$ cat src/bubblePkg.sv
package bubblePkg;

    // ========================================================================
    // page bit addressing
    // ========================================================================

    // split view of a page bit index
    typedef struct packed {
        logic [9:0] byteAddr;
        logic [2:0] bitSel;
    } bitSplitT;

    // counted as flat, decoded as split
    typedef union packed {
        logic [12:0] flat;
        bitSplitT    split;
    } bitAddrT;

    // ========================================================================
    // stream and host side
    // ========================================================================

    // one bubble bit, start marks bit 0 of a page
    typedef struct packed {
        logic valid;
        logic start;
        logic data;
    } serialBitT;

    typedef struct packed {
        logic done;
        logic crcOk;
    } pageStatusT;

    typedef struct packed {
        logic [7:0] data;
        pageStatusT status;
    } readReplyT;

    // CRC-16 CCITT, non-reflected, no final xor
    localparam logic [15:0] crcPoly = 16'h1021;
    localparam logic [15:0] crcInit = 16'hFFFF;

endpackage

$ cat src/pageReader.sv
module pageReader
    import bubblePkg::*;
#(
    parameter int PageBytes = 64
)
(
    input  logic       MCLK,
    input  logic       rstN,

    // host side, four-phase
    input  logic       readReq,
    input  logic [9:0] readAddr,
    output logic       readAck,
    output readReplyT  reply,

    // buffer read port
    output logic [9:0] rdAddr,
    output logic       nRdClkEn,
    input  logic [7:0] rdData,

    input  logic       pageDone,
    input  logic       crcOk
);

    typedef enum logic [1:0] {
        sIdle,
        sRead,
        sAck
    } stateT;

    stateT state;

    // ========================================================================
    // handshake FSM
    // ========================================================================

    // sRead lasts two cycles, the first with the RAM clock enable low
    always_ff @(posedge MCLK or negedge rstN)
    begin
        if (!rstN)
        begin
            state    <= sIdle;
            nRdClkEn <= 1'b1;
            reply    <= '0;
        end
        else
        begin
            case (state)
                sIdle:
                begin
                    if (readReq)
                    begin
                        state    <= sRead;
                        nRdClkEn <= 1'b0;
                    end
                end
                sRead:
                begin
                    if (!nRdClkEn)
                        nRdClkEn <= 1'b1;
                    else
                    begin
                        state              <= sAck;
                        reply.data         <= (rdAddr < 10'(PageBytes)) ? rdData : 8'h00;
                        reply.status.done  <= pageDone;
                        reply.status.crcOk <= pageDone & crcOk;
                    end
                end
                sAck:
                begin
                    if (!readReq)
                        state <= sIdle;
                end
                default:
                    state <= sIdle;
            endcase
        end
    end

    // address is held by the host, capture once
    always_ff @(posedge MCLK)
    begin
        if (state == sIdle && readReq)
            rdAddr <= readAddr;
    end

    assign readAck = (state == sAck);

endmodule

$ cat config.mk
export PLATFORM = sky130hd
export DESIGN_NAME = pageReader
export DESIGN_NICKNAME = d
export VERILOG_FILES = /design/src/bubblePkg.sv /design/src/pageReader.sv
export SDC_FILE = /design/constraint.sdc
export NUM_CORES = 1
export LEC_CHECK = 0
export BUFFER_PORTS_ARGS = -buffer_cell sky130_fd_sc_hd__buf_2
export CELL_PAD_IN_SITES_DETAIL_PLACEMENT = 1
export CELL_PAD_IN_SITES_GLOBAL_PLACEMENT = 1
export CORE_MARGIN = 2
export CORE_UTILIZATION = 34
export DETAILED_ROUTE_END_ITERATION = 12
export PLACE_DENSITY_LB_ADDON = 0.1
export REMOVE_ABC_BUFFERS = 1
export SYNTH_ARGS = -nofsm -noshare
export SYNTH_HDL_FRONTEND = slang
export SYNTH_SLANG_ARGS = --single-unit
$ cat constraint.sdc
create_clock -name MCLK -period 2 [get_ports MCLK]
set_input_delay 0.1 -clock MCLK [delete_from_list [all_inputs] [get_ports MCLK]]
set_output_delay 0.1 -clock MCLK [all_outputs]
set_load 0.05 [all_outputs]
==> results.toml, run 1 <==
[placed_design]
portBuffers = 44
placedCellCount = 139
finalWeightedCongestion = 0.690
dp_hpwl_um = 1510
place_ws_ns = 0.640

[run_status]
status = "complete, no violations"

[timing]
rsz0062_at_grt = "no"
slew_viol_final = 0
timing.final.ws_setup_ns = 0.571
max_freq_mhz = 700
hold_viol_final = 0
tightest_slew_ns = 0.412
fin_setup_tns_ns = 0
clock_skew_ns = 0.00194
period_share_pct = 71.4
layout_min_cycle_time_ns = 1.43
setup_violations = 0
relSlewSlack_pct = 72.6

[floorplan]
ios = 45
dieArea_mm2 = 0.00325
rows = 19
die_h_um = 57.0
die_w_um = 57.0
initial_core_util_pct = 35.2
placeableCoreArea_mm2 = 0.00271

[yosys]
ys_types = 19
synth.avg_cell_area_um2 = 14.2
synthesis.yosys.warnings = 0
syn_area_um2 = 955
syn_inst = 67
yosysSeqAreaShare_pct = 65.7
ys_ff_latch = 23

[job]
max_cap_viol_count = 0

[clock_network]
path_clk_slew_ns = 0.13
numCtsBuffers = 3
cts_setup_buffers = 0
root_buffer = "clkbuf_4"
clockBufferDepth = 2
htreeDepth = 1
cts.sinks = 23
cts_tree = "built"
clk-insertion-delay-late_ns = 0.31

[route]
drcViolationCount = 0
dr.pass1.iters = 4
vias_per_cell = 4.69
vias = 722
wire_per_inst_um = 13.7
final_antenna_net_count = 0
wl_um = 2120
drt-initial-drc-count = 7

[final_layout]
syn_to_final_growth_pct = 40.5
nNetsFinal = 147
drive_above_1_share_pct = 49.6
antenna_cells = 0
fillers = 295
layout.cells.non_filler = 154
final_cell_mix = "buf_2, dfrtp_1, dlygate4sd3_1"
final_common_cell = "buf_2"

[critical_path]
critical_path_buf_inv_count = 2
worstPathArrival_ns = 1.33
crit_fanout = 12
worst_setup_path_end_kind = "output pin"
cp_top_family = "flip-flops"
cp_slowest_cell = "dfrtp_1"
required_ns = 1.90
path_cells = "inv_1 -> nor2_1 -> buf_2"
startpoint_type = "flop"
max_stage_delay_ns = 0.51
crit_type = "reg -> out"

[grt]
grt_pass1_vias = 788
grt.overflow.total = 0
grt_start_max_net_pins = 15
antenna_found_initial = 0
grt_pass1_wl_um = 3420
grt.total_usage_pct = 13.7

[hold_path]
hold_class = "in -> reg"

[power]
peakVddDrop_mv = 0.669
leakagePower_nw = 0.598
p_per_area_mw_per_mm2 = 1410
flip-flops by register name, summed over array words and instances (netlist names):
name / cells
state: 2
reply: 10
nRdClkEn: 1
rdAddr: 10
kinds of logic after synthesis:
family / after synthesis / synth area share, %
AO/OA/AOI/OAI: 11 / 12.7
buffers and inverters: 15 / 6.81
AND/OR/NAND/NOR: 16 / 12.6
flip-flops: 23 / 65.7
multiplexers: 2 / 2.23
final cells by class:
type | instances | area (um2) | area share [%]
timing repair buffer | 57 | 345 | 25.7
clock inverter | 1 | 7.51 | 0.560
clock buffer | 3 | 22.5 | 1.68
inverter | 10 | 37.5 | 2.80
tap | 31 | 38.8 | 2.89
sequential | 23 | 627 | 46.7
multi-input combinational | 29 | 263 | 19.6
worst reg2reg max path: stages (launching register included):
cell and delay [ns]:
dfstp_2 0.66, and3b_1 0.21, buf_4 0.22, mux2i_1 0.21
per-layer routing:
layer	GRT usage, %	share of wire [%]	up-vias
li1	-	-	349
met1	15.6	40	346
met2	24.1	52	25
met3	4.08	6.4	2
met4	4.98	0.90	0
met5	0	0	-
power breakdown:
group          switching (mW)  internal, mW
clock                   0.146        0.0762
sequential              0.131         0.645
combinational           0.616         0.276
total                   0.892         0.997
per-stage QoR:
| stage | total power [mW] | util, % | instance area [um2] | hold slack (ns) |
|---|---|---|---|---|
| after detailed placement | 1.67 | 44.3 | 1200 | 0.00888 |
| after global placement | 1.65 | 44.3 | 1200 | 0.00436 |
| after CTS | 1.91 | 49.5 | 1340 | 0.0163 |
| final | 1.89 | 49.5 | 1340 | 0.0233 |
| after floorplan | 1.43 | - | 927 | -0.196 |
| after global routing | 1.99 | 49.5 | 1340 | 0.0218 |
path summary, 6_finish.rpt:
check	end	slack [ns]	from	cells past startpoint
min	reply[0]	0.02	crcOk	3
max	readAck	0.57	state[1]	3
min in group asynchronous	reply[8]	0.19	rstN	2
max reg2reg	reply[0]	0.63	nRdClkEn	3
min reg2reg	reply[0]	0.54	reply[0]	2
max in group asynchronous	nRdClkEn	1.53	rstN	2
repair_timing:
item | 4_1_cts | 5_1_grt
hold buffers | 11 | 0
hold endpoints to repair | 23 | 0
gates resized for setup | 0 | 0
cell usage after synthesis:
cell type / instances / share of area [%]
nor2_1: 2 / 0.79
a21oi_1: 1 / 0.52
mux2_2: 1 / 1.2
mux2i_1: 1 / 1.0
o22ai_2: 8 / 10
edfxtp_1: 10 / 31
inv_1: 10 / 3.9
dfrtp_1: 12 / 31
or4_4: 1 / 1.2
nand4b_1: 8 / 7.3
o21bai_1: 1 / 0.79
dfstp_2: 1 / 2.8
clkbuf_1: 3 / 1.2
a22o_1: 1 / 0.92
nand2b_1: 3 / 2.0
buf_6: 1 / 1.2
nand2_1: 1 / 0.39
and3b_1: 1 / 0.92
buf_2: 1 / 0.52
No activity file was read; power rests on OpenSTA's default activity.
==> inputs of run 2 (changes only) <==
==> constraint.sdc (replaced) <==
create_clock -name MCLK -period 1.37 [get_ports MCLK]
set_input_delay 0.0685 -clock MCLK [delete_from_list [all_inputs] [get_ports MCLK]]
set_output_delay 0.0685 -clock MCLK [all_outputs]
set_load 0.05 [all_outputs]
==> run 2 against run 1 <==
Register-to-register slack got worse by 0.54 ns. Cell area rose by 5.6%. Critical path depth decreased by 1. Routed wire length increased by 4.0%. Combinational power up 77%. Via count grew 5.5%. Highest routed layer unchanged. Sequential share of layout area down 2.3 points. Global-route usage grew 1.1 points. Clock power rose by 41%.
==> results.toml, run 2 (synthesis gave the netlist of run 1 again) <==
[clock_network]
htreeDepth = 1
cts_tree = "built"
clockBufferDepth = 2
cts.sinks = 23
numCtsBuffers = 3
clk-insertion-delay-late_ns = 0.31
path_clk_slew_ns = 0.13
root_buffer = "clkbuf_4"

[grt]
grt.total_usage_pct = 14.7
grt_start_max_net_pins = 14
grt_pass1_wl_um = 3590
grt.overflow.total = 0
grt_pass1_vias = 797
antenna_found_initial = 0

[route]
dr.pass1.iters = 4
drt-initial-drc-count = 10
drcViolationCount = 0
vias = 762
final_antenna_net_count = 0
vias_per_cell = 4.70
wire_per_inst_um = 13.6
wl_um = 2200

[critical_path]
worstPathArrival_ns = 1.23
worst_setup_path_end_kind = "output pin"
crit_type = "reg -> out"
crit_fanout = 11
required_ns = 1.30
startpoint_type = "flop"

[job]
max_cap_viol_count = 0

[timing]
fin_setup_tns_ns = 0
tightest_slew_ns = 0.301
slew_viol_final = 0
period_share_pct = 94.8
hold_viol_final = 0
rsz0062_at_grt = "no"
layout_min_cycle_time_ns = 1.30
relSlewSlack_pct = 79.9
clock_skew_ns = 0.00693
max_freq_mhz = 770
setup_violations = 0

[hold_path]
hold_class = "in -> reg"

[final_layout]
nNetsFinal = 155
fillers = 300
antenna_cells = 0
final_cell_mix = "buf_2, dlygate4sd3_1, inv_1, edfxtp_1, dfrtp_1"
multi_input_area_um2 = 263
ff_latch_area_um2 = 629
largestRegisters = "rdAddr (10), reply (10), state (2)"
drive_above_1_share_pct = 53.4
syn_to_final_growth_pct = 48.4
layout.cells.non_filler = 162
final_common_cell = "buf_2"

[power]
p_per_area_mw_per_mm2 = 2080
switchingPower_mw = 1.34
netSwitchingFraction_pct = 45.4
pwr-share-comb_pct = 53.6
peakVddDrop_mv = 1.15
intPower_mw = 1.61
seqPwrFrac_pct = 35.7
pwr-share-clk_pct = 10.6
leakagePower_nw = 0.642

[placed_design]
portBuffers = 44
placedCellCount = 144
dp_hpwl_um = 1590
finalWeightedCongestion = 0.716

[floorplan]
die_w_um = 57.0
initial_core_util_pct = 35.2
dieArea_mm2 = 0.00325
ios = 45
placeableCoreArea_mm2 = 0.00271
rows = 19
die_h_um = 57.0

[run_status]
status = "complete, no violations"
run 2: area by class of cell:
class | instances | share of cell area, %
Sequential cell | 23 | 44.4
Inverter | 10 | 2.65
Clock buffer | 3 | 1.59
Timing Repair Buffer | 65 | 29.7
Multi-Input combinational cell | 29 | 18.6
Clock inverter | 1 | 0.353
Tap cell | 31 | 2.74
run 2: power groups by stage:
| stage | clock, mW | combinational, mW | sequential [mW] |
|---|---|---|---|
| after global routing | 0.362 | 1.68 | 1.09 |
| after floorplan | 0 | 0.433 | 1.66 |
| after detailed placement | 0 | 1.49 | 1.07 |
| after CTS | 0.335 | 1.53 | 1.06 |
| after global placement | 0 | 1.46 | 1.06 |
| final | 0.314 | 1.58 | 1.05 |
run 2: through the flow:
step	util (%)	power [mW]	hold WS [ns]	area, um2	setup WS, ns
finish	52.3	2.95	0.00403	1420	0.0708
global route	52.3	3.13	0.0114	1420	0.00706
CTS	51.4	2.93	0.00933	1390	0.0140
detailed placement	45.7	2.56	-0.0239	1240	0.103
global placement	45.7	2.53	-0.0225	1240	0.154
floorplan	-	2.09	-0.227	927	-0.382
run 2: what timing repair did:
item                                    4_1_cts  5_1_grt
endpoints found under the hold margin        24        0
endpoints found under the setup margin        2        2
gates resized for setup                       3        3
buffers inserted                              0        2
pin swaps                                     0        0
hold buffers                                 12        0
run 2: worst paths after layout:
check | from | slack, ns | depth (start not counted) | endpoint
max in group asynchronous | rstN | 0.94 | 2 | nRdClkEn
hold reg to reg | state[1] | 0.51 | 1 | state[0]
setup / recovery | nRdClkEn | 0.07 | 2 | nRdClkEn
min in group asynchronous | rstN | 0.15 | 2 | reply[6]
hold / removal | crcOk | 0.004 | 3 | reply[0]
setup reg to reg | rdAddr[8] | 0.09 | 2 | reply[5]
run 2: critical path: stages, from the launching register on:
cell	delay, ns
dfstp_2	0.55
buf_4	0.18
buf_6	0.18
run 2: per-layer routing:
layer / global-route usage [%] / part of all wire [%]
met5: 0 / 0
met1: 16.9 / 40
met2: 26.4 / 52
met4: 6.98 / 2.2
met3: 2.72 / 5.2
