$ cat src/bubblePkg.sv
package bubblePkg;

    // ========================================================================
    // page bit addressing
    // ========================================================================

    // split view of a page bit index
    typedef struct packed {
        logic [9:0] byteAddr;
        logic [2:0] bitSel;
    } bitSplitT;

    // counted as flat, decoded as split
    typedef union packed {
        logic [12:0] flat;
        bitSplitT    split;
    } bitAddrT;

    // ========================================================================
    // stream and host side
    // ========================================================================

    // one bubble bit, start marks bit 0 of a page
    typedef struct packed {
        logic valid;
        logic start;
        logic data;
    } serialBitT;

    typedef struct packed {
        logic done;
        logic crcOk;
    } pageStatusT;

    typedef struct packed {
        logic [7:0] data;
        pageStatusT status;
    } readReplyT;

    // CRC-16 CCITT, non-reflected, no final xor
    localparam logic [15:0] crcPoly = 16'h1021;
    localparam logic [15:0] crcInit = 16'hFFFF;

endpackage

$ cat src/bitCollector.sv
module bitCollector
    import bubblePkg::*;
#(
    parameter int PageBytes = 64
)
(
    input  logic      MCLK,
    input  logic      rstN,

    input  serialBitT streamIn,

    output bitAddrT   wrAddr,
    output logic      wrData,
    output logic      nWrClkEn,
    output logic      pageDone
);

    localparam logic [12:0] DataBits = 13'(PageBytes * 8);
    localparam logic [12:0] LastBit  = 13'(PageBytes * 8 + 15);

    bitAddrT bitCnt;
    bitAddrT bitIdx;
    logic    inPage;
    logic    take;

    // index of the bit being sampled now
    always_comb
    begin
        bitIdx.flat = streamIn.start ? 13'd0 : bitCnt.flat;
        take        = streamIn.valid && (streamIn.start || inPage);
    end

    always_ff @(posedge MCLK or negedge rstN)
    begin
        if (!rstN)
        begin
            bitCnt.flat <= '0;
            inPage      <= 1'b0;
            pageDone    <= 1'b0;
            nWrClkEn    <= 1'b1;
        end
        else
        begin
            nWrClkEn <= 1'b1;
            if (take)
            begin
                bitCnt.flat <= bitIdx.flat + 13'd1;
                inPage      <= (bitIdx.flat != LastBit);
                // holds once set, until the next start
                pageDone    <= (bitIdx.flat == LastBit);
                // crc bits are counted but not stored
                if (bitIdx.flat < DataBits)
                    nWrClkEn <= 1'b0;
            end
        end
    end

    // write address and data go out with the strobe
    always_ff @(posedge MCLK)
    begin
        if (take)
        begin
            wrAddr <= bitIdx;
            wrData <= streamIn.data;
        end
    end

endmodule

$ cat config.mk
export PLATFORM = sky130hd
export DESIGN_NAME = bitCollector
export DESIGN_NICKNAME = d
export VERILOG_FILES = /design/src/bubblePkg.sv /design/src/bitCollector.sv
export SDC_FILE = /design/constraint.sdc
export NUM_CORES = 1
export LEC_CHECK = 0
export ABC_AREA = 1
export BUFFER_PORTS_ARGS = -buffer_cell sky130_fd_sc_hd__buf_4
export CORE_MARGIN = 3
export CORE_UTILIZATION = 55
export DETAILED_ROUTE_END_ITERATION = 10
export PLACE_DENSITY = 0.8
export SYNTH_ARGS = -nofsm -noshare
export SYNTH_HDL_FRONTEND = slang
export SYNTH_SLANG_ARGS = --single-unit
$ cat constraint.sdc
create_clock -name MCLK -period 1.5 [get_ports MCLK]
set_input_delay 0 -clock MCLK [delete_from_list [all_inputs] [get_ports MCLK]]
set_output_delay 0 -clock MCLK [all_outputs]
set_load 0.005 [all_outputs]
==> reports/qor.yml, run 1 <==
status: "completed"
end_kind: "register"
grt-ovfl-total: 0
crit_end: "bitCnt[10]"
cp_slowest_stage_delay_ps: 370
hpwl_um: 2070
viasPerCell: 5.07
cp_cell_sequence: "inv_1, nor2_2, ha_2, nand2_2, nor2_4, nand2_2, nor2_4, nand2_1, nand2_1, nand2_1"
num_vias: 1121
grt_pass1_wl_um: 4970
hp-class: "input port to async pin"
netlist_instances: 160
mostFrequentLayoutCells: "nand2_1 (38), inv_1 (23), buf_4 (22)"
clockBufferDepth: 2
maxSlewViolCount: 0
cp-start-kind: "register"
timing.rr.start: "bitCnt[0]"
grt_max_degree: 17
synth_top_area_share_pct: 27.3
layout_min_cycle_time_ps: 1440
tightest_slew_ps: 358
cts_buffers: 5
netlist_top_cells_area: "edfxtp_1 (27%), dfrtp_1 (24%), nand2_1 (9.5%)"
cts_setup_buffers: 0
die_x_um: 58.9
h-tree-depth: 2
finalHoldViolations: 0
drt_iter0_markers: 38
synth_warnings: 0
crit_path_top_delay_cell: "dfrtp_1"
avgSynthCellArea_um2: 9.61
avgRoutedWirePerCell_um: 13.2
grt_util_all_layers_pct: 19.9
port_buffers: 20
place.gp.congestion: 0.837
fillCellCount: 187
p_per_area_nw_per_um2: 906
wirelength_um: 2920
crit_family: "simple AND/OR/NAND/NOR gates"
clock-sinks: 30
setup_violations: 0
path_clk_slew_ps: 100
start_util_pct: 59.9
min_period_over_period_pct: 95.8
yosysTopAreaCell: "edfxtp_1"
cpMostUsedCell: "nand2_1"
seq_area_frac_synth_pct: 53.5
ys_ff_latch: 30
ys_types: 26
cp.depth: 10
layout-drive-gt1-share_pct: 31.9
cts_tree: "done"
firstDrtPassIters: 5
power.leakage_nw: 0.856
nNetsFinal: 196
dp_slack_ps: 63.9
setup_ws_ps: 62.7
clk_latency_ps: 330
grt_pass1_vias: 1093
rr_worst_depth: 10
areaGrowthSynthToFinish_pct: 16.8
drc: 0
syn_area_um2: 1540
antenna_found_initial: 0
diodes: 0
crit_arrival_ps: 1670
critPathKind: "register to register"
ir_drop_mv: 0.686
critPathMaxFanout: 3
crit_required_ps: 1740
critPathLaunch: "bitCnt[0]"
post-route-util_pct: 70.0
synthesis.nets: 166
layout_commonest_cell: "nand2_1"
worst-path-buf-inv: 1
skew_ps: 9.98
cts_root_buf: "clkbuf_4"
r2r_slack_ps: 60
die_height_um: 58.9
maxCapViolCount: 0
coreArea_um2: 2570
die_area_um2: 3470
fmax_mhz: 696
antenna_left: 0
ioPinCount: 21
slew_headroom_pct: 76.1
crit-reg2reg-capture: "bitCnt[10]"
rows: 18
[worst reg2reg max path: stages, from the launching register on]
cell and delay [ps]:
dfrtp_1 370, inv_1 60, nor2_2 150, ha_2 200, nand2_2 70, nor2_4 100, nand2_2 90, nor2_4 140
nand2_1 60, nand2_1 60, nand2_1 50
[stage by stage]
stage                     hold WS, ps  cell area (um2)  setup TNS, ps  total power [mW]  instances
after CTS                        48.1             1790              0              1.64        221
after global placement           -126             1710              0              1.18        210
final                            56.4             1800              0              1.63        221
after global routing             55.2             1800          -28.9              1.71        221
after floorplan                  -296             1540              0              1.10        160
after detailed placement         -123             1710              0              1.19        210
[where the power goes]
part           internal (mW)  switching (mW)  total, mW
logic                 0.0920           0.129      0.221
registers              0.924          0.0345      0.959
clock network          0.176           0.273      0.448
total                   1.19           0.436       1.63
[synthesized netlist by cell type]
library cell	n
nand2_4	2
nand3_2	1
a21oi_2	1
dfstp_2	1
nand3_1	9
inv_2	2
nand3_4	2
buf_6	2
nor2_2	6
o21bai_1	1
xnor2_1	2
nor2_1	13
nand2_2	7
o21ai_2	1
o21ai_1	1
nor3_1	1
dfrtp_1	15
o21ai_0	3
buf_12	1
ha_1	1
edfxtp_1	14
nor2_4	6
nand2_1	39
xor2_1	2
inv_1	23
nand4_1	4
[worst min-delay path by stage]
stage               from  slack (ps)  cells after the start   endpoint
floorplan           rstN        -300                      0  bitCnt[0]
global placement    rstN        -130                      1  bitCnt[0]
detailed placement  rstN        -120                      1  bitCnt[0]
CTS                 rstN          50                      2  bitCnt[6]
global route        rstN          60                      2  bitCnt[6]
finish              rstN          60                      2  bitCnt[6]
[timing repair]
action                                  4_1_cts  5_1_grt
hold buffers                                  3        0
endpoints found under the setup margin        0        5
gates resized for setup                       0        4
endpoints found under the hold margin        18        0
[cells by family (layout without fill, tap and decap cells)]
| family | count (synthesis) | after routing | share of synthesized area [%] |
|---|---|---|---|
| AOI/OAI and AO/OA | 7 | 7 | 2.93 |
| xor gates and xnor gates | 4 | 4 | 2.28 |
| adders and majority gates | 1 | 1 | 0.814 |
| buffers and inverters | 28 | 59 | 8.87 |
| DFF | 30 | 30 | 53.5 |
| and+or+nand+nor | 90 | 90 | 31.7 |
[area by class of cell]
cell class	count	area, um2	area share [%]
flip-flops and latches	30	822	45.8
multi-input cells	102	587	32.7
repair buffers	26	206	11.5
inverters	25	93.8	5.22
clock buffers	6	41.3	2.30
well taps	30	37.5	2.09
clock inverters	2	8.76	0.487
[sequential cells by signal, summed over array words and instances (netlist names)]
name and flops:
bitCnt 13, wrAddr 13, inPage 1, nWrClkEn 1
pageDone 1, wrData 1
[metal layers]
layer | share of wire, % | up-vias | wire [um] | track usage (%)
li1 | - | 559 | - | -
met1 | 42 | 510 | 1220 | 23.0
met2 | 47 | 41 | 1360 | 31.5
met3 | 7.2 | 11 | 211 | 7.02
met4 | 4.0 | 0 | 117 | 12.3
met5 | 0 | - | 0 | 0
Power figures use the tool's default switching activity.
==> inputs of run 2 (changes only) <==
- clock period: 1.5 -> 1.6 ns (I/O delays scaled with it)
==> run 2 against run 1 <==
Compared with the run above: combinational power down 5%; count of clock-buffer cells in the layout down 1; design area up 0.63%; utilization up 0.44 points; maximum frequency down 4.6%; critical path type unchanged; largest power group unchanged.
==> reports/qor.yml, run 2 (synthesis results as in run 1) <==
drc: 0
clk_latency_ps: 330
avgRoutedWirePerCell_um: 12.8
clkPwrFrac_pct: 34.9
cp-start-kind: "register"
layout_commonest_cell: "nand2_1"
mostFrequentLayoutCells: "nand2_1 (39), inv_1 (23), buf_4 (22)"
areaGrowthSynthToFinish_pct: 17.6
cts_buffers: 5
fillCellCount: 192
tns_ps: 0
hold_start: "streamIn[1]"
tightest_slew_ps: 382
end_kind: "register"
grt-ovfl-total: 0
crit_required_ps: 1830
hp-class: "input port to register"
maxCapViolCount: 0
cts_tree: "done"
die_area_um2: 3470
skew_ps: 4.96
rows: 18
layout-drive-gt1-share_pct: 31.6
firstDrtPassIters: 4
start_util_pct: 59.9
critPathLaunch: "bitCnt[0]"
crit_arrival_ps: 1740
coreArea_um2: 2570
layout_min_cycle_time_ps: 1510
path_clk_slew_ps: 100
antenna_found_initial: 0
timing.rr.start: "bitCnt[0]"
ir_drop_mv: 0.610
swShare_pct: 25.2
clockBufferDepth: 2
place.gp.congestion: 0.852
power_mw: 1.71
cts_setup_buffers: 0
wirelength_um: 2820
grt_util_all_layers_pct: 19.4
maxSlewViolCount: 0
fmax_mhz: 664
viasPerCell: 5.15
status: "completed"
comb_power_share_pct: 12.4
port_buffers: 20
cts_root_buf: "clkbuf_4"
diodes: 0
die_x_um: 58.9
critPathMaxFanout: 5
ioPinCount: 21
rr_worst_depth: 10
top_regs: "bitCnt: 13 flops, wrAddr: 13 flops"
slew_headroom_pct: 74.5
drt_iter0_markers: 19
grt_max_degree: 17
min_period_over_period_pct: 94.2
grt_pass1_vias: 1122
die_height_um: 58.9
setup_violations: 0
clock-sinks: 30
hpwl_um: 1950
p_per_area_nw_per_um2: 943
finalHoldViolations: 0
nNetsFinal: 195
p_int_mw: 1.28
power.leakage_nw: 0.867
antenna_left: 0
p_seq_share_pct: 52.7
h-tree-depth: 2
num_vias: 1132
p_switching_uw: 429
critPathKind: "register to register"
whs_path_depth: 2
grt_pass1_wl_um: 4960
-- run 2: final timing paths --
path | to | slack, ps
max | bitCnt[10] | 90
min | wrAddr[5] | 60
max reg2reg | bitCnt[10] | 90
min reg2reg | bitCnt[0] | 530
max in group asynchronous | nWrClkEn | 1290
min in group asynchronous | bitCnt[0] | 70
-- run 2: final cells by class --
| cell class | instances | area (um2) | share of cell area, % |
|---|---|---|---|
| sequential | 30 | 822 | 45.5 |
| clock buffer | 5 | 37.5 | 2.08 |
| timing repair buffer | 25 | 195 | 10.8 |
| tap | 30 | 37.5 | 2.08 |
| clock inverter | 3 | 40.0 | 2.21 |
| inverter | 25 | 93.8 | 5.19 |
| multi-input combinational | 102 | 582 | 32.2 |
-- run 2: per-stage QoR --
stage	instance area [um2]	utilization [%]	setup WS, ps	std cells	hold WS (ps)
after CTS	1810	70.3	50.1	220	47.2
after detailed placement	1700	66.1	95.2	209	-125
final	1810	70.4	93.1	220	61.6
after global routing	1810	70.4	-41.0	220	50.7
after global placement	1700	66.1	162	209	-128
after floorplan	1540	-	219	160	-296
-- run 2: power groups by stage --
stage	sequential, mW	combinational [mW]	clock [mW]
2_1_floorplan	0.912	0.119	0
3_3_place_gp	0.911	0.194	0
3_5_place_dp	0.915	0.202	0
4_1_cts	0.899	0.210	0.609
5_1_grt	0.906	0.235	0.646
6_report	0.899	0.211	0.595
-- run 2: metal layers --
metal / up-vias / track usage [%] / wire length [um]
li1: 560 / - / -
met1: 526 / 23.2 / 1190
met2: 40 / 31.5 / 1390
met3: 6 / 7.46 / 197
met4: 0 / 7.77 / 47
met5: - / 0 / 0
-- run 2: timing repair --
item | 4_1_cts | 5_1_grt
endpoints found under the setup margin | 0 | 3
hold buffers | 3 | 0
gates resized for setup | 0 | 1
endpoints found under the hold margin | 18 | 0
-- run 2: worst max-delay path: stages (launching register included) --
cell and delay (ps):
dfrtp_1 370, inv_1 70, nor2_2 150, ha_1 200, nand2_1 90, nor2_4 140, nand2_2 100, nor2_4 140
nand2_1 60, nand2_1 50, nand2_1 40
==> inputs of run 3 (changes only) <==
- PLACE_DENSITY: 0.8 -> 0.81
==> run 3 against run 2 <==
Compared with the run above: clock skew grew 2.5 ps; routed wire length fell by 0.21%; sequential cell count unchanged; first-iteration DRC count up 120%; final cell count is the same; combinational power hardly changed; die area did not move; worst hold slack about the same; critical path depth stayed put; critical path type unchanged; largest power group unchanged.
==> reports/qor.yml, run 3 (synthesis results as in run 1) <==
multiInputGateArea_um2: 582
end_kind: "register"
worst-path-buf-inv: 1
viasPerCell: 5.25
ir_drop_mv: 0.666
maxCapViolCount: 0
maxSlewViolCount: 0
setup_violations: 0
place.gp.congestion: 0.859
cp_cell_sequence: "inv_1, nor2_2, ha_1, nand2_1, nor2_4, nand2_2, nor2_4, nand2_1, nand2_1, nand2_1"
crit_family: "simple AND/OR/NAND/NOR gates"
critPathMaxFanout: 5
rsz0062_at_grt: "no"
h-tree-depth: 2
power.leakage_nw: 0.848
skew_ps: 7.48
clk_latency_ps: 330
layout-drive-gt1-share_pct: 30.0
cp_slowest_stage_delay_ps: 380
die_x_um: 58.9
crit_arrival_ps: 1700
avgRoutedWirePerCell_um: 12.8
crit_path_top_delay_cell: "dfrtp_1"
critPathLaunch: "bitCnt[0]"
num_vias: 1155
fmax_mhz: 675
hpwl_um: 2070
status: "completed"
cts_root_buf: "clkbuf_4"
crit_end: "bitCnt[10]"
cts_setup_buffers: 0
start_util_pct: 59.9
grt-ovfl-total: 0
wirelength_um: 2810
min_period_over_period_pct: 92.6
p_per_area_nw_per_um2: 858
cts_buffers: 5
cp.depth: 10
timing.rr.start: "bitCnt[0]"
nNetsFinal: 195
top_regs: "bitCnt: 13 flops, wrAddr: 13 flops"
die_height_um: 58.9
layout_min_cycle_time_ps: 1480
tns_ps: 0
port_buffers: 20
cp-start-kind: "register"
grt_max_degree: 17
dp_cells: 209
grt_pass1_wl_um: 4800
antenna_found_initial: 0
clockBufferDepth: 2
firstDrtPassIters: 4
finalHoldViolations: 0
final_cells: 220
die_area_um2: 3470
diodes: 0
clock-sinks: 30
mostFrequentLayoutCells: "nand2_1 (39), inv_1 (23), buf_4 (22)"
crit_required_ps: 1820
r2r_slack_ps: 120
ff_latch_area_um2: 822
cpMostUsedCell: "nand2_1"
grt_pass1_vias: 1089
path_clk_slew_ps: 90
antenna_left: 0
cts_tree: "done"
rr_worst_depth: 10
layout_commonest_cell: "nand2_1"
areaGrowthSynthToFinish_pct: 15.7
crit-reg2reg-capture: "bitCnt[10]"
rows: 18
slew_headroom_pct: 76.0
coreArea_um2: 2570
tightest_slew_ps: 359
drc: 0
critPathKind: "register to register"
fillCellCount: 193
drt_iter0_markers: 41
hp-class: "input port to async pin"
grt_util_all_layers_pct: 18.6
ioPinCount: 21
==> run 3: cell types whose count changed in the layout (fill, tap and decap cells not counted) <==
cell,change
clkbuf_1,+3
bufinv_16,-1
clkinv_2,-2
==> run 3: how the worst min path moves through the flow <==
stage / endpoint / cells after the start
after floorplan: bitCnt[0] / 0
after global placement: bitCnt[0] / 1
after detailed placement: bitCnt[0] / 1
after CTS: inPage / 2
after global routing: pageDone / 2
final: bitCnt[2] / 2
==> run 3: power by group <==
group | switching, mW | internal, mW
Clock | 0.248 | 0.175
Sequential | 0.0303 | 0.867
Combinational | 0.122 | 0.0853
==> run 3: final cells by class <==
cell class / count / area share [%]
clock buffer: 8 / 2.74
tap: 30 / 2.11
inverter: 25 / 5.27
timing repair buffer: 25 / 11.0
sequential: 30 / 46.2
multi-input combinational: 102 / 32.7
==> run 3: worst register-to-register path, stage by stage, from the launching register on <==
cell and delay [ps]:
dfrtp_1 380, inv_1 60, nor2_2 120, ha_1 180, nand2_1 90, nor2_4 150, nand2_2 100, nor2_4 140
nand2_1 60, nand2_1 50, nand2_1 40
==> run 3: routing by layer <==
metal	up-vias	GRT usage, %	part of all wire (%)
met5	-	0	0
met4	0	10.4	3.8
met3	14	4.82	5.6
met2	32	29.5	48
met1	546	23.1	43
li1	563	-	-
==> run 3: per-stage QoR <==
| stage | worst slack, ps | area (um2) | utilization (%) | hold WS, ps | total power, mW |
|---|---|---|---|---|---|
| 2_1_floorplan | 219 | 1540 | - | -296 | 1.03 |
| 3_3_place_gp | 164 | 1700 | 66.1 | -128 | 1.10 |
| 3_5_place_dp | 81.5 | 1700 | 66.1 | -128 | 1.11 |
| 4_1_cts | 58.5 | 1780 | 69.2 | 67.3 | 1.53 |
| 5_1_grt | 17.6 | 1780 | 69.3 | 64.9 | 1.61 |
| 6_report | 118 | 1780 | 69.3 | 61.2 | 1.53 |
==> run 3: timing repair <==
item,4_1_cts,5_1_grt
endpoints found under the hold margin,18,0
gates resized for setup,0,1
setup endpoints to repair,0,3
hold buffers,3,0
