===== src/bubblePkg.sv =====
package bubblePkg;

    // ========================================================================
    // page bit addressing
    // ========================================================================

    // split view of a page bit index
    typedef struct packed {
        logic [9:0] byteAddr;
        logic [2:0] bitSel;
    } bitSplitT;

    // counted as flat, decoded as split
    typedef union packed {
        logic [12:0] flat;
        bitSplitT    split;
    } bitAddrT;

    // ========================================================================
    // stream and host side
    // ========================================================================

    // one bubble bit, start marks bit 0 of a page
    typedef struct packed {
        logic valid;
        logic start;
        logic data;
    } serialBitT;

    typedef struct packed {
        logic done;
        logic crcOk;
    } pageStatusT;

    typedef struct packed {
        logic [7:0] data;
        pageStatusT status;
    } readReplyT;

    // CRC-16 CCITT, non-reflected, no final xor
    localparam logic [15:0] crcPoly = 16'h1021;
    localparam logic [15:0] crcInit = 16'hFFFF;

endpackage


===== src/pageCrc.sv =====
module pageCrc
    import bubblePkg::*;
(
    input  logic      MCLK,
    input  logic      rstN,

    input  serialBitT streamIn,

    output logic      crcOk
);

    logic [15:0] crcReg;
    logic [15:0] seed;
    logic [15:0] nextCrc;
    logic        feedback;

    // start presets the register before its own bit is shifted in
    always_comb
    begin
        seed     = streamIn.start ? crcInit : crcReg;
        feedback = seed[15] ^ streamIn.data;
        nextCrc  = {seed[14:0], 1'b0} ^ (feedback ? crcPoly : 16'h0000);
    end

    // stream idles between pages, so every valid bit belongs to one
    always_ff @(posedge MCLK or negedge rstN)
    begin
        if (!rstN)
            crcReg <= crcInit;
        else if (streamIn.valid)
            crcReg <= nextCrc;
    end

    // zero residue once the trailing crc is in
    assign crcOk = (crcReg == 16'h0000);

endmodule


===== config.mk =====
export PLATFORM = sky130hd
export DESIGN_NAME = pageCrc
export DESIGN_NICKNAME = d
export VERILOG_FILES = /design/src/bubblePkg.sv /design/src/pageCrc.sv
export SDC_FILE = /design/constraint.sdc
export NUM_CORES = 1
export LEC_CHECK = 0
export ABC_AREA = 1
export BUFFER_PORTS_ARGS = -buffer_cell sky130_fd_sc_hd__buf_2
export CAP_MARGIN = 20
export CORE_ASPECT_RATIO = 0.6
export CORE_MARGIN = 1
export CORE_UTILIZATION = 31
export CTS_CLUSTER_SIZE = 10
export DETAILED_ROUTE_END_ITERATION = 10
export GPL_TIMING_DRIVEN = 0
export PLACE_DENSITY = 0.58
export SKIP_CTS_REPAIR_TIMING = 1
export SKIP_LAST_GASP = 1
export SYNTH_ARGS = -nofsm -noshare
export SYNTH_HDL_FRONTEND = slang
export SYNTH_SLANG_ARGS = --single-unit

===== constraint.sdc =====
create_clock -name MCLK -period 2.1 [get_ports MCLK]
set_input_delay 0.42 -clock MCLK [delete_from_list [all_inputs] [get_ports MCLK]]
set_output_delay 0.42 -clock MCLK [all_outputs]
set_load 0.005 [all_outputs]

==> key figures, run 1 <==
Detailed routing
  • Vias per Instance: between 4 and 5
  • Antenna-violating nets left: 0
  • DRC: 0
  • Vias post-DR: around 550
  • Wirelength per Cell: around 12 um
  • DRT iter0 DRCs: 25
  • Total length of routed wires: between 1000 and 1500 um
  • First-pass DRT Iterations: 4

Worst setup path
  • Path depth of the worst reg2reg path: 5
  • CP max-delay cell: dfstp_2
  • CP Launch Type: flop
  • Kind of critical path: flop to output pin
  • Data required, critical path: roughly 1.7 ns
  • Worst Path Max Fanout: 3
  • Worst path most repeated cell: nand2_1
  • Slowest stage delay, CP: roughly 0.36 ns
  • Critical path arrival: ~1.2 ns
  • CP endpoint kind: output pin
  • Critical-path cell list: inv_1 > nand2_1 > nor3_1 > nand2_1 > nor2_1 > buf_2

Timing
  • Slew @ Worst Pin: between 0.3 and 0.4 ns
  • Unrepaired setup endpoints after global routing: false
  • Final setup viols: 0
  • Final clock skew: about 0.0038 ns
  • Final Max Tran Viols: 0
  • FMAX: 601 MHz
  • Setup_tns: 0 ns
  • Max-Slew Margin vs Limit: 0.759
  • Count of final hold-check violations: 0
  • Crit path time final: around 1.7 ns
  • Period utilisation layout: 0.793

Pwr
  • P_int: roughly 0.00050 W
  • IR drop worst, VDD: about 0.00031 V
  • Net Sw Frac: 0.241
  • Psw: approximately 0.00016 W
  • Sequential power share: 0.550
  • Lkg Pwr: 0.401 nW
  • Clk pwr share: 0.342
  • Combinational power share: 0.108
  • P per Cell Area: a little under 800 nW/um^2

Clock network
  • TritonCTS Buffers: 3
  • Worst-path clk slew: approximately 0.06 ns
  • Root Buffer: clkbuf_8
  • Clk sink count: 16
  • Worst-skew pair later-pin latency: about 0.25 ns
  • H-tree level count: 1
  • TritonCTS clock tree: done
  • CTS max path bufs: 2

Floorplanning
  • Cell Rows: 13
  • I/O Pins: 6
  • Die height: around 40 um
  • Initial Util: 0.338
  • Die width: 65.4 um
  • Die area: approximately 2600 um^2
  • Core area: 2210 um^2

Min path
  • Hold Path Class: input pin to async pin

Layout
  • Max reg flops: 16
  • P&R area growth vs syn: 13.2%
  • Top reg by flops: crcReg
  • Final nets: between 90 and 100
  • Top flop regs: crcReg: 16 flops
  • Ratio of cells with drive above 1 in the final layout: 0.341
  • Antenna diodes: 0
  • Final Util: 0.382
  • Number of fill cells: approximately 230

Synth
  • Register bit total from synthesis: 16
  • YS warnings: 0
  • Seq/Total Area, Yosys: 0.563
  • Ranking of synthesized cells by area: dfstp_2, a22oi_1, inv_1
  • Mapped Area: approximately 750 um^2
  • Post-synth top area cell: dfstp_2
  • Yosys cell types: 16
  • Mapped Nets: 86
  • Syn_area_per_cell: 9.22 um^2
  • Yosys top cell area share: 0.563
  • Syn Inst Count: 81

Global routing
  • Vias in the first global route: just over 500
  • First-pass GRT wire length: ~2500 um
  • GRT Total Usage: 0.137
  • Initial antenna violation count: 0
  • Largest net degree at the start of global routing: 17
  • GR Overflow Total: 0

Placed design
  • Buffers on Ports: 4
  • Gpl congestion: 0.776
  • Post-DP HPWL: roughly 1100 um

Run status
  • Status: finished, final reports clean

Job
  • Max cap viols: 0
[path summary, 6_finish.rpt]
check / startpoint / end / slack [ns]
max: crcReg[3] / crcOk / 0.44
max reg2reg: crcReg[15] / crcReg[0] / 1.07
min: rstN / crcReg[14] / 0.35
min in group MCLK: streamIn[2] / crcReg[5] / 0.48
max in group asynchronous: rstN / crcReg[0] / 1.71
min reg2reg: crcReg[12] / crcReg[12] / 0.49
[cell usage after synthesis]
library cell  count
dfstp_2          16
inv_1            15
nand2_1          12
a22oi_1           9
o21ai_0           6
nor2_1            5
nand3_1           4
nor3_1            4
a21oi_1           2
buf_2             2
buf_6             1
inv_2             1
nand2_2           1
nor2_4            1
o21a_1            1
o21ai_2           1
[power groups by stage]
stage	clock (W)	combinational (W)	sequential, W
2_1_floorplan	0	0.0000506	0.000366
3_3_place_gp	0	0.0000708	0.000369
3_5_place_dp	0	0.0000726	0.000370
4_1_cts	0.000234	0.0000729	0.000365
5_1_grt	0.000245	0.0000827	0.000369
6_report	0.000227	0.0000716	0.000365
[cells in the final DEF, fill, tap and decap left out]
cell type,n
nor2_1,5
clkbuf_8,3
buf_6,1
nand2_2,1
dfstp_2,16
a21oi_1,2
o21ai_0,6
nor3_1,4
nor2_4,1
inv_1,15
nand2_1,12
inv_2,1
buf_2,6
nand3_1,4
a22oi_1,9
o21a_1,1
o21ai_2,1
[logic make-up after synthesis]
group / after synthesis / synth area share
AO/OA/AOI/OAI: 19 / 0.166
AND/OR/NAND/NOR: 27 / 0.162
buffers and inverters: 19 / 0.109
flip-flops: 16 / 0.563
[per-layer routing]
layer / track usage / vias up / routed length (um) / share of wire
li1: - / 276 / - / -
met1: 0.189 / 258 / 772 / 0.54
met2: 0.186 / 11 / 580 / 0.40
met3: 0.0625 / 2 / 82 / 0.057
met4: 0.0489 / 0 / 8 / 0.0055
met5: 0 / - / 0 / 0
[final cells by class]
class                   count  area (um^2)  area share
multi-input cells          46          245       0.290
clock buffers               3         41.3      0.0488
inverters                  16         60.1      0.0710
flip-flops and latches     16          420       0.497
repair buffers              4         20.0      0.0237
well taps                  30         37.5      0.0444
plain buffers               3         21.3      0.0251
[metrics by stage]
| step | total power (W) | worst slack [ns] | instance area (um^2) | instances | hold slack, ns |
|---|---|---|---|---|---|
| floorplan | 0.000416 | 0.927 | 747 | 81 | 0.272 |
| global placement | 0.000440 | 0.686 | 805 | 115 | 0.473 |
| detailed placement | 0.000442 | 0.730 | 805 | 115 | 0.477 |
| CTS | 0.000673 | 0.437 | 846 | 118 | 0.387 |
| global route | 0.000697 | 0.360 | 846 | 118 | 0.412 |
| finish | 0.000664 | 0.435 | 846 | 118 | 0.353 |
[worst max-delay path, delay by kind of cell, from the launching register on]
| family | cells | cell delay [ns] |
|---|---|---|
| simple gates | 4 | 0.45 |
| flops | 1 | 0.36 |
| buf+inv | 2 | 0.20 |
Power figures use the tool's default switching activity.
==> inputs of run 2 (changes only) <==
--- a/config.mk
+++ b/config.mk
@@ -5,7 +5,7 @@
 export SDC_FILE = /design/constraint.sdc
 export NUM_CORES = 1
 export LEC_CHECK = 0
-export ABC_AREA = 1
+export ABC_AREA = 0
 export BUFFER_PORTS_ARGS = -buffer_cell sky130_fd_sc_hd__buf_2
 export CAP_MARGIN = 20
 export CORE_ASPECT_RATIO = 0.6
@@ -14,7 +14,7 @@
 export CTS_CLUSTER_SIZE = 10
 export DETAILED_ROUTE_END_ITERATION = 10
 export GPL_TIMING_DRIVEN = 0
-export PLACE_DENSITY = 0.58
+export PLACE_DENSITY = 0.59
 export SKIP_CTS_REPAIR_TIMING = 1
 export SKIP_LAST_GASP = 1
 export SYNTH_ARGS = -nofsm -noshare
==> constraint.sdc (replaced) <==
create_clock -name MCLK -period 1.45 [get_ports MCLK]
set_input_delay 0.29 -clock MCLK [delete_from_list [all_inputs] [get_ports MCLK]]
set_output_delay 0.29 -clock MCLK [all_outputs]
set_load 0.005 [all_outputs]
==> key figures, run 2 <==
Synth
  • Mapped Area: 773 um^2 (was 747 um^2)
  • Simple-Gate Fraction of Synth Area: 0.241 (was 0.162)
  • YS warnings: 0 (unchanged)
  • Register bit total from synthesis: 16 (unchanged)
  • Cell with the most instances after synthesis: nor2_1 (was dfstp_2)
  • Post-synthesis xor/xnor area fraction: 0.0340 (was 0)
  • Yosys cell types: 17 (was 16)
  • Post-synth top area cell: dfstp_2 (unchanged)
  • Syn Inst Count: 79 (was 81)
  • Mapped Nets: 84 (was 86)
  • Ys flop type: dfstp_2 (unchanged)
  • Compound-Gate Fraction of Synth Area: 0.0841 (was 0.166)
  • Largest family of logic cells by synthesized area: simple AND/OR/NAND/NOR gates (was compound AO/OA/AOI/OAI gates)
  • Synth Area in Adders: 0 (unchanged)
  • Post-synthesis mux area share: 0.0453 (was 0)
  • Number of flops mapped to enable cells by yosys: 0 (unchanged)
  • Syn_area_per_cell: 9.79 um^2 (was 9.22 um^2)
  • Async SR Flop Fraction: 1.00 (unchanged)
  • Synth top cells by count: nor2_1, dfstp_2, a21oi_1 (was dfstp_2, inv_1, nand2_1)
  • Seq/Total Area, Yosys: 0.544 (was 0.563)
  • Ranking of synthesized cells by area: dfstp_2, nor2_1, a21oi_1 (was dfstp_2, a22oi_1, inv_1)
  • Yosys top cell area share: 0.544 (was 0.563)

Clock network
  • H-tree level count: 1 (unchanged)
  • Root Buffer: clkbuf_8 (unchanged)
  • TritonCTS clock tree: done (unchanged)
  • Clk sink count: 16 (unchanged)
  • Worst-skew pair later-pin latency: 0.25 ns (about the same)
  • Worst-path clk slew: 0.06 ns (about the same)
  • CTS max path bufs: 2 (unchanged)
  • TritonCTS Buffers: 3 (unchanged)

Placed design
  • Placement Cell Area: 831 um^2 (was 805 um^2)
  • Buffers on Ports: 4 (unchanged)
  • Post-DP HPWL: 1100 um (was 1060 um)
  • Gpl congestion: 0.713 (was 0.776)

Global routing
  • Largest net degree at the start of global routing: 17 (unchanged)
  • GRT Total Usage: 0.137 (about the same)
  • Initial antenna violation count: 0 (unchanged)
  • GR Overflow Total: 0 (unchanged)
  • Vias in the first global route: 521 (was 510)
  • First-pass GRT wire length: 2510 um (was 2470 um)

Worst setup path
  • Worst Path Max Fanout: 3 (unchanged)
  • CP endpoint kind: output pin (unchanged)
  • Worst r2r src: crcReg[15] (unchanged)
  • Critical-path cell list: nor4_2 > and4_1 > buf_2 (was inv_1 > nand2_1 > nor3_1 > nand2_1 > nor2_1 > buf_2)
  • Path depth of the worst reg2reg path: 3 (was 5)
  • CP Launch Type: flop (unchanged)
  • Crit Reg-Reg Endpoint: crcReg[5] (was crcReg[0])
  • Critical path arrival: 1.25 ns (was 1.24 ns)
  • CP max-delay cell: dfstp_2 (unchanged)
  • Kind of critical path: flop to output pin (unchanged)
  • Slowest stage delay, CP: 0.38 ns (was 0.36 ns)
  • Data required, critical path: 1.16 ns (was 1.68 ns)
  • R2r setup slk: 0.28 ns (was 1.07 ns)

Layout
  • Number of fill cells: 218 (was 229)
  • Top reg by flops: crcReg (unchanged)
  • Final Cell Area: 920 um^2 (was 846 um^2)
  • Ratio of cells with drive above 1 in the final layout: 0.425 (was 0.341)
  • Final nets: 93 (was 95)
  • Max reg flops: 16 (unchanged)
  • Antenna diodes: 0 (unchanged)
  • Final Util: 0.407 (was 0.382)
  • Most frequent cells in the layout: nor2_1, dfstp_2, a21oi_1 (was dfstp_2, inv_1, nand2_1)
  • P&R area growth vs syn: 18.9% (was 13.2%)
  • Commonest non-fill, non-tap cell in the layout: nor2_1 (was dfstp_2)
  • Top flop regs: crcReg: 16 flops (unchanged)

Job
  • Max cap viols: 0 (unchanged)

Timing
  • Count of final hold-check violations: 0 (unchanged)
  • Final clock skew: 0.00286 ns (was 0.00382 ns)
  • Period utilisation layout: 1.06
  • Final worst-path setup slack: -0.0924 ns (was 0.435 ns)
  • Final Max Tran Viols: 0 (unchanged)
  • Unrepaired setup endpoints after global routing: true (was false)
  • Crit path time final: about 1.5 ns
  • FMAX: between 600 and 700 MHz
  • Final setup viols: 1 (was 0)
  • Slew @ Worst Pin: 0.349 ns (was 0.361 ns)
  • Hold WS: 0.216 ns (was 0.353 ns)
  • Max-Slew Margin vs Limit: 0.767 (was 0.759)

Run status
  • Failing checks: negative setup slack
  • Status: finished with violations (was finished, final reports clean)

Detailed routing
  • DRC: 0 (unchanged)
  • Vias per Instance: 5.04 (was 4.64)
  • First-pass DRT Iterations: 4 (unchanged)
  • DRT iter0 DRCs: 17 (was 25)
  • Wirelength per Cell: 13.8 um (was 12.2 um)
  • Total length of routed wires: 1620 um (was 1440 um)
  • Vias post-DR: 590 (was 547)
  • Antenna-violating nets left: 0 (unchanged)

Pwr
  • P per Cell Area: 1140 nW/um^2 (was 785 nW/um^2)
  • IR drop worst, VDD: 0.000520 V (was 0.000315 V)
  • Lkg Pwr: 0.369 nW (was 0.401 nW)

Floorplanning
  • I/O Pins: 6 (unchanged)
  • Cell Rows: 13 (unchanged)
  • Die width: 66.5 um (was 65.4 um)
  • Die area: 2700 um^2 (was 2620 um^2)
  • Die height: 40.7 um (was 40.0 um)
  • Core area: 2260 um^2 (was 2210 um^2)
  • Initial Util: 0.342 (was 0.338)

Min path
  • Hold Path Class: input pin to async pin (unchanged)
run 2: changes by cell type in the layout (fill, tap and decap cells not counted), moves of 4 or more:
cell and change:
nor2_1 +21, inv_1 -15, nand2_1 -12, a21oi_1 +11, a22oi_1 -9, o21ai_0 -6, nor3_1 -4
run 2: critical path: cells and delay by family (launching register included):
family / cells / cell delay (ns)
flip-flops: 1 / 0.38
buffers and inverters: 1 / 0.11
AND/OR/NAND/NOR: 2 / 0.52
run 2: how the worst max path moves through the flow:
stage / start / endpoint / cells past startpoint
final: crcReg[3] / crcOk / 3
after global routing: crcReg[3] / crcOk / 3
after CTS: crcReg[9] / crcOk / 3
after detailed placement: crcReg[9] / crcOk / 3
after global placement: crcReg[9] / crcOk / 3
after floorplan: crcReg[15] / crcOk / 2
run 2: logic make-up after synthesis:
logic type / count (synthesis)
AND/OR/NAND/NOR: 39
buffers and inverters: 5
AO/OA/AOI/OAI: 13
flip-flops: 16
multiplexers: 3
XOR/XNOR: 3
run 2: layout make-up:
type | count | area (um^2) | area share
Sequential cell | 16 | 420 | 0.457
Multi-Input combinational cell | 58 | 347 | 0.377
Clock buffer | 4 | 55.1 | 0.0599
Buffer | 5 | 40.0 | 0.0435
Tap cell | 30 | 37.5 | 0.0408
Timing Repair Buffer | 4 | 20.0 | 0.0218
run 2: power breakdown:
part           leakage (nW)  switching, W  total (W)  internal (W)
logic                 0.172     0.0000587   0.000107     0.0000488
clock network        0.0288      0.000147   0.000387      0.000241
registers             0.168     0.0000421   0.000554      0.000512
run 2: per-stage QoR:
| step | cells | setup TNS, ns | power [W] | setup slack (ns) |
|---|---|---|---|---|
| finish | 117 | -0.0924 | 0.00105 | -0.0924 |
| global route | 117 | -0.153 | 0.00110 | -0.153 |
| floorplan | 79 | 0 | 0.000617 | 0.352 |
| detailed placement | 113 | 0 | 0.000657 | 0.0983 |
| CTS | 117 | -0.176 | 0.00105 | -0.176 |
| global placement | 113 | 0 | 0.000653 | 0.104 |
run 2: routing by layer:
layer,routed length [um],vias up,global-route usage
li1,-,283,-
met1,817,291,0.188
met2,708,14,0.194
met3,83,2,0.0583
met4,6,0,0.0479
met5,0,-,0
==> inputs of run 3 (changes only) <==
--- a/config.mk
+++ b/config.mk
@@ -11,6 +11,7 @@
 export CORE_ASPECT_RATIO = 0.6
 export CORE_MARGIN = 1
 export CORE_UTILIZATION = 31
+export CTS_BUF_LIST = sky130_fd_sc_hd__clkbuf_16
 export CTS_CLUSTER_SIZE = 10
 export DETAILED_ROUTE_END_ITERATION = 10
 export GPL_TIMING_DRIVEN = 0
==> key figures, run 3 (synthesis gave the netlist of run 2 again) <==
Timing
  • Crit path time final: 1.52 ns (was 1.54 ns)
  • Setup_tns: -0.0711 ns (was -0.0924 ns)
  • Count of final hold-check violations: 0 (unchanged)
  • Hold WS: 0.224 ns (was 0.216 ns)
  • FMAX: 657 MHz (was 648 MHz)
  • Period utilisation layout: 1.05 (was 1.06)
  • Final Max Tran Viols: 0 (unchanged)
  • Unrepaired setup endpoints after global routing: true (unchanged)
  • Max-Slew Margin vs Limit: 0.765 (was 0.767)
  • Slew @ Worst Pin: 0.352 ns (was 0.349 ns)
  • Final worst-path setup slack: -0.0711 ns (was -0.0924 ns)
  • Final clock skew: 0.00185 ns (was 0.00286 ns)
  • Final setup viols: 1 (unchanged)

Floorplanning
  • Cell Rows: 13 (unchanged)
  • Die area: 2700 um^2 (unchanged)
  • Core area: 2260 um^2 (unchanged)
  • Initial Util: 0.342 (unchanged)
  • Die width: 66.5 um (unchanged)
  • I/O Pins: 6 (unchanged)
  • Die height: 40.7 um (unchanged)

Clock network
  • TritonCTS clock tree: done (unchanged)
  • TritonCTS Buffers: 3 (unchanged)
  • Worst-path clk slew: 0.05 ns (was 0.06 ns)
  • Clk sink count: 16 (unchanged)
  • Root Buffer: clkbuf_16 (was clkbuf_8)
  • H-tree level count: 1 (unchanged)
  • CTS max path bufs: 2 (unchanged)
  • Worst-skew pair later-pin latency: 0.24 ns (was 0.25 ns)

Worst setup path
  • Kind of critical path: flop to output pin (unchanged)
  • Critical-path cell list: nor4_4 > and4_1 > buf_2 (was nor4_2 > and4_1 > buf_2)
  • Slowest stage delay, CP: 0.38 ns (about the same)
  • Worst r2r src: crcReg[15] (unchanged)
  • CP max-delay cell: dfstp_2 (unchanged)
  • Critical path buffers and inverters: 1 (unchanged)
  • Crit Reg-Reg Endpoint: crcReg[5] (unchanged)
  • Crit path max-delay family: simple AND/OR/NAND/NOR gates (unchanged)
  • CP Launch Type: flop (unchanged)
  • R2r setup slk: 0.28 ns (about the same)
  • Path depth of the worst reg2reg path: 3 (unchanged)
  • Worst Path Max Fanout: 3 (unchanged)
  • Critical path arrival: 1.23 ns (was 1.25 ns)
  • CP endpoint kind: output pin (unchanged)
  • Data required, critical path: 1.16 ns (about the same)

Layout
  • Final Non-Filler Cells: 118 (was 117)
  • Top flop regs: crcReg: 16 flops (unchanged)
  • Final nets: 94 (was 93)
  • Commonest non-fill, non-tap cell in the layout: nor2_1 (unchanged)
  • Ratio of cells with drive above 1 in the final layout: 0.420 (was 0.425)
  • Max reg flops: 16 (unchanged)
  • Top reg by flops: crcReg (unchanged)
  • Most frequent cells in the layout: nor2_1, dfstp_2, a21oi_1 (unchanged)
  • Antenna diodes: 0 (unchanged)
  • Number of fill cells: 214 (was 218)
  • P&R area growth vs syn: 23.0% (was 18.9%)

Detailed routing
  • Total length of routed wires: 1550 um (was 1620 um)
  • First-pass DRT Iterations: 4 (unchanged)
  • Vias post-DR: 600 (was 590)
  • DRT iter0 DRCs: 24 (was 17)
  • DRC: 0 (unchanged)
  • Wirelength per Cell: 13.1 um (was 13.8 um)
  • Antenna-violating nets left: 0 (unchanged)
  • Vias per Instance: 5.08 (was 5.04)

Placed design
  • Post-DP HPWL: 1100 um (unchanged)
  • Gpl congestion: 0.713 (unchanged)
  • Placed cells: 113 (unchanged)
  • Buffers on Ports: 4 (unchanged)

Pwr
  • Lkg Pwr: 0.383 nW (was 0.369 nW)
  • IR drop worst, VDD: 0.000528 V (was 0.000520 V)
  • Total power: 0.00119 W (was 0.00105 W)
  • P per Cell Area: 1250 nW/um^2 (was 1140 nW/um^2)

Run status
  • Failing checks: negative setup slack (unchanged)
  • Status: finished with violations (unchanged)

Global routing
  • GR Overflow Total: 0 (unchanged)
  • Largest net degree at the start of global routing: 17 (unchanged)
  • GRT Total Usage: 0.135 (was 0.137)
  • Vias in the first global route: 516 (was 521)
  • Initial antenna violation count: 0 (unchanged)
  • First-pass GRT wire length: 2480 um (was 2510 um)

Job
  • Max cap viols: 0 (unchanged)

Min path
  • Hold Path Class: input pin to async pin (unchanged)
run 3: changes by cell type in the layout (fill, tap and decap cells not counted), sizes merged:
cell / delta
buf: +1
clkbuf: -1
clkinv: +1
run 3: metal layers:
layer,share of wire,track usage,vias up
met5,0,0,-
met2,0.41,0.194,14
met3,0.049,0.0583,3
li1,-,-,285
met1,0.53,0.188,298
met4,0.0097,0.0319,0
run 3: where the power goes:
part	internal, W	switching, W
Combinational	0.0000525	0.0000612
Clock	0.000365	0.000162
Sequential	0.000513	0.0000394
Total	0.000930	0.000263
run 3: metrics by stage:
stage	instance area (um^2)	utilization	setup slack [ns]
2_1_floorplan	773	-	0.352
3_3_place_gp	831	0.367	0.104
3_5_place_dp	831	0.367	0.0983
4_1_cts	910	0.402	-0.167
5_1_grt	951	0.421	-0.110
6_report	951	0.421	-0.0711
run 3: how the worst max path moves through the flow:
stage	cells after the start	to	slack [ns]	from
3_3_place_gp	3	crcOk	0.10	crcReg[9]
3_5_place_dp	3	crcOk	0.1	crcReg[9]
6_report	3	crcOk	-0.07	crcReg[6]
4_1_cts	3	crcOk	-0.17	crcReg[9]
2_1_floorplan	2	crcOk	0.35	crcReg[15]
5_1_grt	3	crcOk	-0.11	crcReg[6]
run 3: final cells by class:
class,count,area (um^2),area share
Clock inverter,1,3.75,0.00395
Multi-Input combinational cell,58,347,0.364
Sequential cell,16,420,0.442
Tap cell,30,37.5,0.0395
Clock buffer,3,75.1,0.0789
Buffer,5,40.0,0.0421
Timing Repair Buffer,5,27.5,0.0289
